==> src/hdl/wm_pkg.sv <==
`default_nettype none

package wm_pkg;

    ////////////////////////////////////////
    // bus and index types
    ////////////////////////////////////////

    typedef logic [31:0] word_t; // apb data word.
    typedef logic [11:0] addr_t; // apb byte address.
    typedef logic [7:0]  idx_t;  // row or column index field.

    typedef struct packed {
        logic  psel;
        logic  penable;
        logic  pwrite;
        addr_t paddr;
        word_t pwdata;
    } apb_req_t;

    typedef struct packed {
        word_t prdata;
        logic  pready;
        logic  pslverr;
    } apb_rsp_t;

    ////////////////////////////////////////
    // commands
    ////////////////////////////////////////

    typedef enum logic [0:0] {
        op_load      = 1'b0,
        op_increment = 1'b1
    } wm_op_t;

    typedef struct packed {
        wm_op_t op;
        idx_t   w_idx;
        idx_t   d_idx;
        word_t  data;
    } wm_cmd_t;

    // readback source for the current transfer
    typedef enum logic [2:0] {
        rd_none   = 3'd0,
        rd_data   = 3'd1,
        rd_inst   = 3'd2,
        rd_rsel   = 3'd3,
        rd_weight = 3'd4
    } rd_sel_t;

    // register map
    localparam addr_t reg_data   = 12'h000;
    localparam addr_t reg_inst   = 12'h004; // [16] op, [15:8] w_idx, [7:0] d_idx.
    localparam addr_t reg_exec   = 12'h008; // write only.
    localparam addr_t reg_rsel   = 12'h00C; // [15:8] row, [7:0] column.
    localparam addr_t reg_weight = 12'h010; // read only.

endpackage

`default_nettype wire
==> src/hdl/weight_manager_top.sv <==
`timescale 1ns/1ps
`default_nettype none

module weight_manager_top
    import wm_pkg::*;
#(
    parameter int width    = 16,
    parameter int depth    = 8,
    parameter int bitwidth = 8
) (
    input  wire logic     clk,
    input  wire logic     arst_n,
    input  wire apb_req_t apb_req,
    output apb_rsp_t      apb_rsp
);

    rd_sel_t                       rd_sel;
    word_t                         data_reg;
    word_t                         inst_reg;
    word_t                         rsel_reg;
    logic                          pslverr_req;
    logic                          cmd_valid;
    wm_cmd_t                       cmd;
    logic [width*depth*bitwidth-1:0] weights_flat;

    ////////////////////////////////////////
    // input side
    ////////////////////////////////////////

    apb_cmd_decoder #(
        .width (width),
        .depth (depth)
    ) u_decoder (
        .clk         (clk),
        .arst_n      (arst_n),
        .apb_req     (apb_req),
        .rd_sel      (rd_sel),
        .data_reg    (data_reg),
        .inst_reg    (inst_reg),
        .rsel_reg    (rsel_reg),
        .pslverr_req (pslverr_req),
        .cmd_valid   (cmd_valid),
        .cmd         (cmd)
    );

    weight_store #(
        .width    (width),
        .depth    (depth),
        .bitwidth (bitwidth)
    ) u_store (
        .clk          (clk),
        .arst_n       (arst_n),
        .cmd_valid    (cmd_valid),
        .cmd          (cmd),
        .weights_flat (weights_flat)
    );

    ////////////////////////////////////////
    // output side
    ////////////////////////////////////////

    weight_readout #(
        .width    (width),
        .depth    (depth),
        .bitwidth (bitwidth)
    ) u_readout (
        .clk          (clk),
        .arst_n       (arst_n),
        .apb_req      (apb_req),
        .rd_sel       (rd_sel),
        .data_reg     (data_reg),
        .inst_reg     (inst_reg),
        .rsel_reg     (rsel_reg),
        .pslverr_req  (pslverr_req),
        .weights_flat (weights_flat),
        .apb_rsp      (apb_rsp)
    );

endmodule

`default_nettype wire

==> src/hdl/weight_readout.sv <==
`timescale 1ns/1ps
`default_nettype none

module weight_readout
    import wm_pkg::*;
#(
    parameter int width    = 16,
    parameter int depth    = 8,
    parameter int bitwidth = 8
) (
    input  wire logic                              clk,
    input  wire logic                              arst_n,
    input  wire apb_req_t                          apb_req,
    input  wire rd_sel_t                           rd_sel,
    input  wire word_t                             data_reg,
    input  wire word_t                             inst_reg,
    input  wire word_t                             rsel_reg,
    input  wire logic                              pslverr_req,
    input  wire logic [width*depth*bitwidth-1:0]   weights_flat,
    output apb_rsp_t                               apb_rsp
);

    logic                setup;
    idx_t                sel_row;
    idx_t                sel_col;
    logic                sel_ok;
    logic [bitwidth-1:0] sel_weight;
    word_t               weight_word;
    word_t               rdata;
    apb_rsp_t            rsp_q;

    assign setup = apb_req.psel && !apb_req.penable;

    ////////////////////////////////////////
    // weight select
    ////////////////////////////////////////

    assign sel_row = rsel_reg[15:8];
    assign sel_col = rsel_reg[7:0];
    assign sel_ok  = (int'(sel_row) < width) && (int'(sel_col) < depth);

    always_comb begin
        sel_weight = '0; // out of range reads zero.
        if (sel_ok) begin
            sel_weight = weights_flat[(int'(sel_row)*depth + int'(sel_col))*bitwidth +: bitwidth];
        end
    end

    assign weight_word = {{(32-bitwidth){sel_weight[bitwidth-1]}}, sel_weight};

    always_comb begin
        case (rd_sel)
            rd_data:   rdata = data_reg;
            rd_inst:   rdata = inst_reg;
            rd_rsel:   rdata = rsel_reg;
            rd_weight: rdata = weight_word;
            default:   rdata = '0;
        endcase
    end

    ////////////////////////////////////////
    // response register
    ////////////////////////////////////////

    // loaded at the end of setup, so valid for the whole access cycle.
    always_ff @(posedge clk or negedge arst_n) begin
        if (!arst_n) begin
            rsp_q <= '0;
        end else if (setup) begin
            rsp_q.prdata  <= rdata;
            rsp_q.pready  <= 1'b1;
            rsp_q.pslverr <= pslverr_req;
        end else begin
            rsp_q.pready  <= 1'b0; // prdata holds.
            rsp_q.pslverr <= 1'b0;
        end
    end

    assign apb_rsp = rsp_q;

endmodule

`default_nettype wire

==> src/hdl/weight_store.sv <==
`timescale 1ns/1ps
`default_nettype none

module weight_store
    import wm_pkg::*;
#(
    parameter int width    = 16,
    parameter int depth    = 8,
    parameter int bitwidth = 8
) (
    input  wire logic                              clk,
    input  wire logic                              arst_n,
    input  wire logic                              cmd_valid,
    input  wire wm_cmd_t                           cmd,
    output logic [width*depth*bitwidth-1:0]        weights_flat
);

    localparam int w_bits = (width > 1) ? $clog2(width) : 1;
    localparam int d_bits = (depth > 1) ? $clog2(depth) : 1;

    typedef logic signed [bitwidth-1:0] weight_t;

    localparam weight_t w_max = {1'b0, {(bitwidth-1){1'b1}}};
    localparam weight_t w_min = {1'b1, {(bitwidth-1){1'b0}}};

    weight_t weights [width][depth];
    weight_t inc_col [width];

    logic [w_bits-1:0] row;
    logic [d_bits-1:0] col;

    assign row = cmd.w_idx[w_bits-1:0];
    assign col = cmd.d_idx[d_bits-1:0];

    // 01 steps up, 11 steps down, anything else holds.
    function automatic weight_t sat_step(input weight_t w, input logic [1:0] code);
        weight_t res;
        res = w;
        if (code == 2'b01 && w != w_max) begin
            res = w + weight_t'(1);
        end else if (code == 2'b11 && w != w_min) begin
            res = w - weight_t'(1);
        end
        return res;
    endfunction

    ////////////////////////////////////////
    // increment datapath
    ////////////////////////////////////////

    // one two-bit step per row, so width is at most 16.
    for (genvar r = 0; r < width; r++) begin : g_inc
        assign inc_col[r] = sat_step(weights[r][col], cmd.data[2*r +: 2]);
    end

    ////////////////////////////////////////
    // weight array
    ////////////////////////////////////////

    always_ff @(posedge clk or negedge arst_n) begin
        if (!arst_n) begin
            for (int r = 0; r < width; r++) begin
                for (int d = 0; d < depth; d++) begin
                    weights[r][d] <= '0;
                end
            end
        end else if (cmd_valid) begin
            if (cmd.op == op_load) begin
                weights[row][col] <= cmd.data[bitwidth-1:0];
            end else begin
                for (int r = 0; r < width; r++) begin
                    weights[r][col] <= inc_col[r]; // whole column at once.
                end
            end
        end
    end

    // row major, row 0 column 0 in the low bits
    for (genvar r = 0; r < width; r++) begin : g_row
        for (genvar d = 0; d < depth; d++) begin : g_col
            assign weights_flat[(r*depth+d)*bitwidth +: bitwidth] = weights[r][d];
        end
    end

endmodule

`default_nettype wire

==> src/hdl/apb_cmd_decoder.sv <==
`timescale 1ns/1ps
`default_nettype none

module apb_cmd_decoder
    import wm_pkg::*;
#(
    parameter int width = 16,
    parameter int depth = 8
) (
    input  wire logic     clk,
    input  wire logic     arst_n,
    input  wire apb_req_t apb_req,
    output rd_sel_t       rd_sel,
    output word_t         data_reg,
    output word_t         inst_reg,
    output word_t         rsel_reg,
    output logic          pslverr_req,
    output logic          cmd_valid,
    output wm_cmd_t       cmd
);

    localparam word_t inst_mask = 32'h0001_ffff; // op plus two index fields.
    localparam word_t rsel_mask = 32'h0000_ffff;

    logic setup;
    logic access_wr;
    logic addr_ok;
    logic exec_wr;
    logic weight_wr;
    logic idx_ok;
    idx_t inst_w;
    idx_t inst_d;

    ////////////////////////////////////////
    // address decode
    ////////////////////////////////////////

    assign setup     = apb_req.psel && !apb_req.penable;
    assign access_wr = apb_req.psel && apb_req.penable && apb_req.pwrite;

    assign exec_wr   = apb_req.pwrite && (apb_req.paddr == reg_exec);
    assign weight_wr = apb_req.pwrite && (apb_req.paddr == reg_weight);

    assign inst_w = inst_reg[15:8];
    assign inst_d = inst_reg[7:0];
    assign idx_ok = (int'(inst_w) < width) && (int'(inst_d) < depth);

    always_comb begin
        rd_sel  = rd_none;
        addr_ok = 1'b1;
        case (apb_req.paddr)
            reg_data:   rd_sel = rd_data;
            reg_inst:   rd_sel = rd_inst;
            reg_exec:   rd_sel = rd_none; // reads back as zero.
            reg_rsel:   rd_sel = rd_rsel;
            reg_weight: rd_sel = rd_weight;
            default:    addr_ok = 1'b0;
        endcase
        if (apb_req.pwrite) begin
            rd_sel = rd_none;
        end
    end

    // held for the whole transfer, sampled by the readout at setup
    assign pslverr_req = apb_req.psel &&
                         (!addr_ok || weight_wr || (exec_wr && !idx_ok));

    ////////////////////////////////////////
    // writable registers
    ////////////////////////////////////////

    always_ff @(posedge clk or negedge arst_n) begin
        if (!arst_n) begin
            data_reg <= '0;
            inst_reg <= '0;
            rsel_reg <= '0;
        end else if (access_wr) begin
            case (apb_req.paddr)
                reg_data: data_reg <= apb_req.pwdata;
                reg_inst: inst_reg <= apb_req.pwdata & inst_mask;
                reg_rsel: rsel_reg <= apb_req.pwdata & rsel_mask;
                default:  ;
            endcase
        end
    end

    ////////////////////////////////////////
    // command issue
    ////////////////////////////////////////

    // valid through the access cycle, applied on the edge that ends it.
    always_ff @(posedge clk or negedge arst_n) begin
        if (!arst_n) begin
            cmd_valid <= 1'b0;
        end else begin
            cmd_valid <= setup && exec_wr && idx_ok;
        end
    end

    always_ff @(posedge clk) begin
        if (setup && exec_wr) begin
            cmd.op    <= wm_op_t'(inst_reg[16]);
            cmd.w_idx <= inst_w;
            cmd.d_idx <= inst_d;
            cmd.data  <= data_reg;
        end
    end

endmodule

`default_nettype wire

==> config.mk <==
export PLATFORM = sky130hd
export DESIGN_NAME = weight_manager_top
export DESIGN_NICKNAME = d
export VERILOG_FILES = /design/src/hdl/wm_pkg.sv /design/src/hdl/weight_manager_top.sv /design/src/hdl/weight_readout.sv /design/src/hdl/weight_store.sv /design/src/hdl/apb_cmd_decoder.sv
export SDC_FILE = /design/constraint.sdc
export NUM_CORES = 2
export LEC_CHECK = 0
export ABC_CLOCK_PERIOD_IN_PS = 3600
export BUFFER_PORTS_ARGS = -buffer_cell sky130_fd_sc_hd__buf_2
export CAP_MARGIN = 20
export CORE_MARGIN = 8
export CORE_UTILIZATION = 50
export CTS_CLUSTER_DIAMETER = 50
export CTS_CLUSTER_SIZE = 16
export DETAILED_ROUTE_END_ITERATION = 12
export HOLD_SLACK_MARGIN = 0.15
export PLACE_DENSITY_LB_ADDON = 0.2
export SYNTH_ARGS = -nofsm -noshare
export SYNTH_HDL_FRONTEND = slang
export SYNTH_SLANG_ARGS = --single-unit
==> constraint.sdc <==
create_clock -name clk -period 3.6 [get_ports clk]
set_clock_uncertainty 0.05 [all_clocks]
set_input_delay 0.9 -clock clk [delete_from_list [all_inputs] [get_ports clk]]
set_output_delay 0.9 -clock clk [all_outputs]
set_load 0.005 [all_outputs]
== Yosys cells after proc, flatten, opt, wreduce, memory -nomap -nowiden ==
Cells that the tools add are included.
Word-level totals
  flip-flop bits (word level): 1164
  input port bits: 49
  output and inout port bits: 34
  logic and storage cells: 418
Operators by class
  add/subtract/negate cells: 33
  order comparisons: 8
  eq/ne operators: 72
  shifts and indexed selects: 1
  multiplexer cells: 108
  bitwise operators: 2
  reductions and logical operators: 55
Operator list (number)
  $bwmux 1024: 1
  $bwmux 64: 16
  $mux 1024: 1
  $shiftx 1024x32->8: 1
  $mux 8: 66
  $bmux 8 s3: 16
  $demux 64 s4: 1
  $ne 8x8->1 const B: 32
  $add 8x2->8 const B: 16
  $pmux 32 s4: 1
  $sub 8x2->8 const B: 16
  $mux 64: 1
  $logic_and 1x1->1: 45
  $eq 2x1->1 const B: 16
  $eq 2x2->1 const B: 16
  $demux 8 s3: 1
  $eq 12x4->1 const B: 2
  $lt 8x4->1 const B: 2
  $lt 8x5->1 const B: 2
  $add 11x8->12: 1
  $eq 12x3->1 const B: 1
  $eq 12x5->1 const B: 1
  $logic_not 12->1: 1
  $pmux 3 s4: 1
  16 further kinds: 22

== Depth between registers and ports, before layout ==
  word-level depth: 10
  depth in mapped cells: 19
  depth with buffers taken out: 11

== By module ==
From an unflattened synthesis, not the netlist that was laid out.
Second synthesis, totals
  cell total of the unflattened synthesis: 8144
  area, all modules: 75875.3 sq um
Modules (own cells, without submodules)
  weight_store: times used 1, cells an instance 6941, area an instance 60717.0 sq um
  weight_readout: times used 1, cells an instance 956, area an instance 10789.1 sq um
  apb_cmd_decoder: times used 1, cells an instance 247, area an instance 4369.2 sq um

== Least setup slack after synthesis ==
Ideal clock, no wire load.
  path kind: input-to-reg
  start: input port apb_req[41] (netlist name)
  end: register, netlist name u_decoder.cmd[0]
  setup time: 0.487 ns
  arrival: 4.339 ns
  required time: 3.063 ns
  slack: -1.277 ns
  stages on the path: 4
  buffers on the path: 0
  cells stage by stage: nor4_1 > and4b_1 > nand2_1 > nor3_1
Between the ends
  word-level cells in the longest chain between the ends: 3
Ends and longest elaborated chain
  start, declared: RTL line weight_manager_top.sv:13  | input wire apb_req_t apb_req,
  $eq 12x4->1: RTL line apb_cmd_decoder.sv:41  | assign exec_wr = apb_req.pwrite && (apb_req.paddr == reg_exec);
  $logic_and 1x1->1: RTL line apb_cmd_decoder.sv:41
  $logic_and 1x1->1: RTL line apb_cmd_decoder.sv:101  | if (setup && exec_wr) begin
No other way between the ends.
A chain may end at the register's enable or synchronous reset.

== Worst setup path in the final report ==
  start: register, netlist name u_decoder.cmd[32]
  end: register u_store.weights, in the netlist u_store.weights_flat[622]
Between the ends
  word-level cells in the longest chain between the ends: 10
  elaborated cells on any way between the ends: 22
Ends and longest elaborated chain
  $not 3->4 (not written as such) (*): RTL line weight_store.sv:53, weight_store.sv:69, weight_store.sv:72
  branches (longest 8 deep; another with $sub 8x2->8)
  $mux 1024 (*): RTL line weight_store.sv:68  | if (cmd.op == op_load) begin
  end signal, assigned by index: RTL line weight_store.sv:69  | weights[row][col] <= cmd.data[bitwidth-1:0];
  end signal, assigned by index: RTL line weight_store.sv:72  | weights[r][col] <= inc_col[r];
  end, declared: RTL line weight_store.sv:26  | weight_t weights [width][depth];
Every way passes the cells marked *. The select of a mux whose other input is x is not followed.

==> run summary <==
• **cell area after synthesis** 0.0742 mm²
• **total design power** 29200 µW
• **crit path cell chain** buf_6, buf_12, clkbuf_16, buf_4, nor2b_1, mux4_2, a21oi_1, nand4b_1, a211oi_1, mux2i_1, nor3_2, o31ai_1
• **Net Sw Frac** 0.249
• **post-layout minimum cycle time** 3.68 ns
• **Internal** 22000 µW
• **Core ar.** 0.147 mm²
• **most used cells in the layout excluding fill and tap cells** sky130_fd_sc_hd__dfrtp_1, sky130_fd_sc_hd__nor2_1, sky130_fd_sc_hd__nand2_1
• **dpl hpwl** 219000 µm
• **maximum fanout encountered on the critical timing path** 8
• **Routed WL per cell** 31.6 µm
• **total I/O pin count** 83
• **peak ir drop on the vdd network** 0.000485 V
• **violations in the final reports** setup timing
• **worst slack on hold paths** 0.261 ns
• **final worst path period share** 1.02
• **main combinational cell family by area after synthesis** compound AO/OA/AOI/OAI gates
• **CTS sink count** 1164
• **sequential cell fraction of total power** 0.449
• **leakage power summed over all cells** 0.0374 µW
• **starting density of the core** 0.503
• **count of buffers from port buffering** 82
• **async set-or-reset flop fraction in the synthesized netlist** 0.966
• **post-route non-filler standard cell count** 10400
• **last weighted congestion value of the routability-driven placer** 1.01
• **number of failing hold endpoints at the final stage** 0
• **instance count of the mapped netlist** 7837
• **ratio of total power to cell area** 325 mW/mm²
• **number of synthesized flops with an enable pin** 40
• **horizontal die dimension** 401 µm
• **flip-flop and latch count after synthesis** 1164
• **# placed instances** 9987
• **Placement Setup Slack** -0.360 ns
• **post-synthesis mux area share** 0.182
• **power share of the combinational group** 0.014
• **DR pass1 iterations** 7
• **fraction of power consumed by the clock network** 0.537
• **outcome** complete, but fails checks
• **per-cell via count in the routed design** 7.07
• **slowest CP cell** sky130_fd_sc_hd__nor3_2
• **power spent charging and discharging nets** 7290 µW
• **synthesized-area fraction occupied by adder cells** 0.00921
• **H-Tree Depth** 4
• **final global-route overflow total** 0
• **Max Buffers Root-to-Sink** 3
• **share of synthesized area occupied by flip-flops and latches** 0.395
• **critical path launch point type** flop
• **area share of and/or/nand/nor cells after synthesis** 0.162
• **max-cap violation count** 0
• **number of flip-flops in the largest register** 1024
• **transition at the pin with the smallest max-transition slack** 1.28 ns
• **DRC** 0
• **number of nets still failing antenna checks after routing** 0
• **die area** 0.161 mm²
• **clock slew at the register clock pins of the worst setup and hold paths** 0.07 ns
• **achievable frequency** 0.272 GHz
• **slack of the critical path** -0.0771 ns
• **fraction of final layout cells sized beyond drive strength 1** 0.265
• **required time at the worst-slack endpoint** 4.21 ns
• **first-pass GRT wire length** 472000 µm
• **fill cell count** 12300
• **TritonCTS Buffers** 147
• **area grow syn2layout** 21.2%
• **area fraction in compound gates after synthesis** 0.196
• **number of nets in the finished design** 8414
• **number of antenna violations at the first check in global routing** 31
• **Post-synth top flop** sky130_fd_sc_hd__dfrtp_1
• **Clock Root Buffer** sky130_fd_sc_hd__clkbuf_16
• **setup violators final** 13
• **Worst slew margin** 0.140
• **pin count of the biggest net entering global routing** 135
• **number of slew-limit violations in the final report** 0
• **Yosys cell types** 119
• **maximum cell stage delay along the critical path** 0.56 ns
• **RSZ-0062 raised after global routing** yes
• **total wire length after detailed routing** 328000 µm
• **Post-Synthesis Mean Instance Area** 9.47 µm²
• **type of the worst setup path** flop to flop
• **path type of the worst min-delay path** primary input to flop
• **Detailed Route Iter0 Violations** 11000
• **global-route usage over all layers** 0.387
• **Syn. warnings** 0
• **kind of end point of the critical path** flop
• **latest clock arrival within the worst-skew pair** 0.82 ns
• **net count after synthesis** 7940
• **setup TNS after final layout** -0.478 ns
• **arrival time at the worst endpoint** 4.29 ns
• **XOR/XNOR share of the synthesized area** 0.00863
• **Die Span Y** 401 µm
• **TritonCTS clock tree** yes
• **total via count in the routed design** 73400
• **most common cell after layout, fill and taps aside** sky130_fd_sc_hd__dfrtp_1
• **count of standard-cell rows** 141
• **vias in the first global route** 69000
cells in the mapped netlist, types with 23 or more instances:
cell type	n	area (µm²)
sky130_fd_sc_hd__nor3_1	71	355
sky130_fd_sc_hd__o21ai_0	428	2140
sky130_fd_sc_hd__buf_1	35	131
sky130_fd_sc_hd__o211ai_1	100	751
sky130_fd_sc_hd__buf_2	97	485
sky130_fd_sc_hd__a21oi_1	826	4130
sky130_fd_sc_hd__buf_4	53	398
sky130_fd_sc_hd__a211oi_1	42	315
sky130_fd_sc_hd__nor2b_1	78	488
sky130_fd_sc_hd__or3_1	120	751
sky130_fd_sc_hd__buf_6	28	315
sky130_fd_sc_hd__a31oi_1	33	206
sky130_fd_sc_hd__clkbuf_1	471	1770
sky130_fd_sc_hd__a22oi_1	93	698
sky130_fd_sc_hd__o221ai_1	277	2430
sky130_fd_sc_hd__mux2_2	171	1930
sky130_fd_sc_hd__nand4_1	25	156
sky130_fd_sc_hd__xnor2_1	31	272
sky130_fd_sc_hd__o31ai_1	38	285
sky130_fd_sc_hd__and3_1	37	231
sky130_fd_sc_hd__mux4_2	390	8780
sky130_fd_sc_hd__inv_1	71	267
sky130_fd_sc_hd__a221oi_1	23	201
sky130_fd_sc_hd__nor3b_1	26	195
sky130_fd_sc_hd__edfxtp_1	40	1200
sky130_fd_sc_hd__nor4_1	29	181
sky130_fd_sc_hd__o21ai_1	101	505
sky130_fd_sc_hd__mux2i_1	260	2600
sky130_fd_sc_hd__dfrtp_1	1124	28100
sky130_fd_sc_hd__nand2_1	806	3030
sky130_fd_sc_hd__nand3_1	298	1490
sky130_fd_sc_hd__nand2b_1	54	338
sky130_fd_sc_hd__o22ai_1	62	388
sky130_fd_sc_hd__ha_1	53	663
sky130_fd_sc_hd__and2_1	27	169
sky130_fd_sc_hd__nor2_1	1007	3780
power groups by stage:
stage,clock (µW),sequential [µW],combinational [µW]
floorplan,0,13400,29.5
global placement,0,13400,400
detailed placement,0,13400,404
CTS,15800,13100,407
global route,16300,13100,447
finish,15700,13100,397
kinds of logic after synthesis:
| group | count (synthesis) |
|---|---|
| buffers and inverters | 760 |
| DFF | 1164 |
| and+or+nand+nor | 2685 |
| AOI/OAI and AO/OA | 2282 |
| xor gates and xnor gates | 59 |
| muxes | 833 |
| adders and majority gates | 54 |
per-stage QoR:
step	utilization	instance area [µm²]
after floorplan	-	74300
after global placement	0.556	81900
after detailed placement	0.556	81900
after CTS	0.592	87300
after global routing	0.610	89900
final	0.610	90000
worst paths after layout:
path / from / end / slack (ns) / depth (start not counted)
max in group asynchronous: arst_n / u_store.weights_flat[993] / 1.76 / 4
min in group asynchronous: arst_n / u_store.weights_flat[118] / 0.55 / 2
max reg2reg: u_decoder.cmd[32] / u_store.weights_flat[622] / -0.08 / 12
min: apb_req[27] / u_decoder.data_reg[27] / 0.26 / 2
min reg2reg: u_decoder.inst_reg[8] / u_decoder.cmd[40] / 0.41 / 0
max: u_decoder.cmd[32] / u_store.weights_flat[622] / -0.08 / 12
area by class of cell:
cell class	instances	area [µm²]	area share
clock buffers	167	3840	0.0427
multi-input cells	5913	43100	0.479
repair buffers	1011	9630	0.107
clock inverters	106	1290	0.0144
diodes	24	60.1	0.000668
inverters	74	294	0.00327
flip-flops and latches	1164	29300	0.326
well taps	1930	2410	0.0268
per-layer routing:
metal / share of wire / up-vias / track usage
met3: 0.14 / 1503 / 0.136
li1: - / 30200 / -
met4: 0.087 / 12 / 0.265
met5: 0.00024 / - / 0
met2: 0.42 / 5855 / 0.560
met1: 0.35 / 35900 / 0.486
worst max-delay path: cells and delay by family, from the launching register on:
kind,cells,cell delay (ns)
simple gates,3,0.86
compound gates,3,0.80
buf+inv,4,0.67
mux,2,0.66
flops,1,0.47
timing repair:
item / 4_1_cts / 5_1_grt
setup endpoints to repair: 325 / 870
gates resized for setup: 37 / 335
gates cloned: 1 / 17
pin swaps: 9 / 92
endpoints found under the hold margin: 16 / 0
hold buffers: 1 / 0
setup buffers: 4 / 85
(Power assumes the default switching activity.)
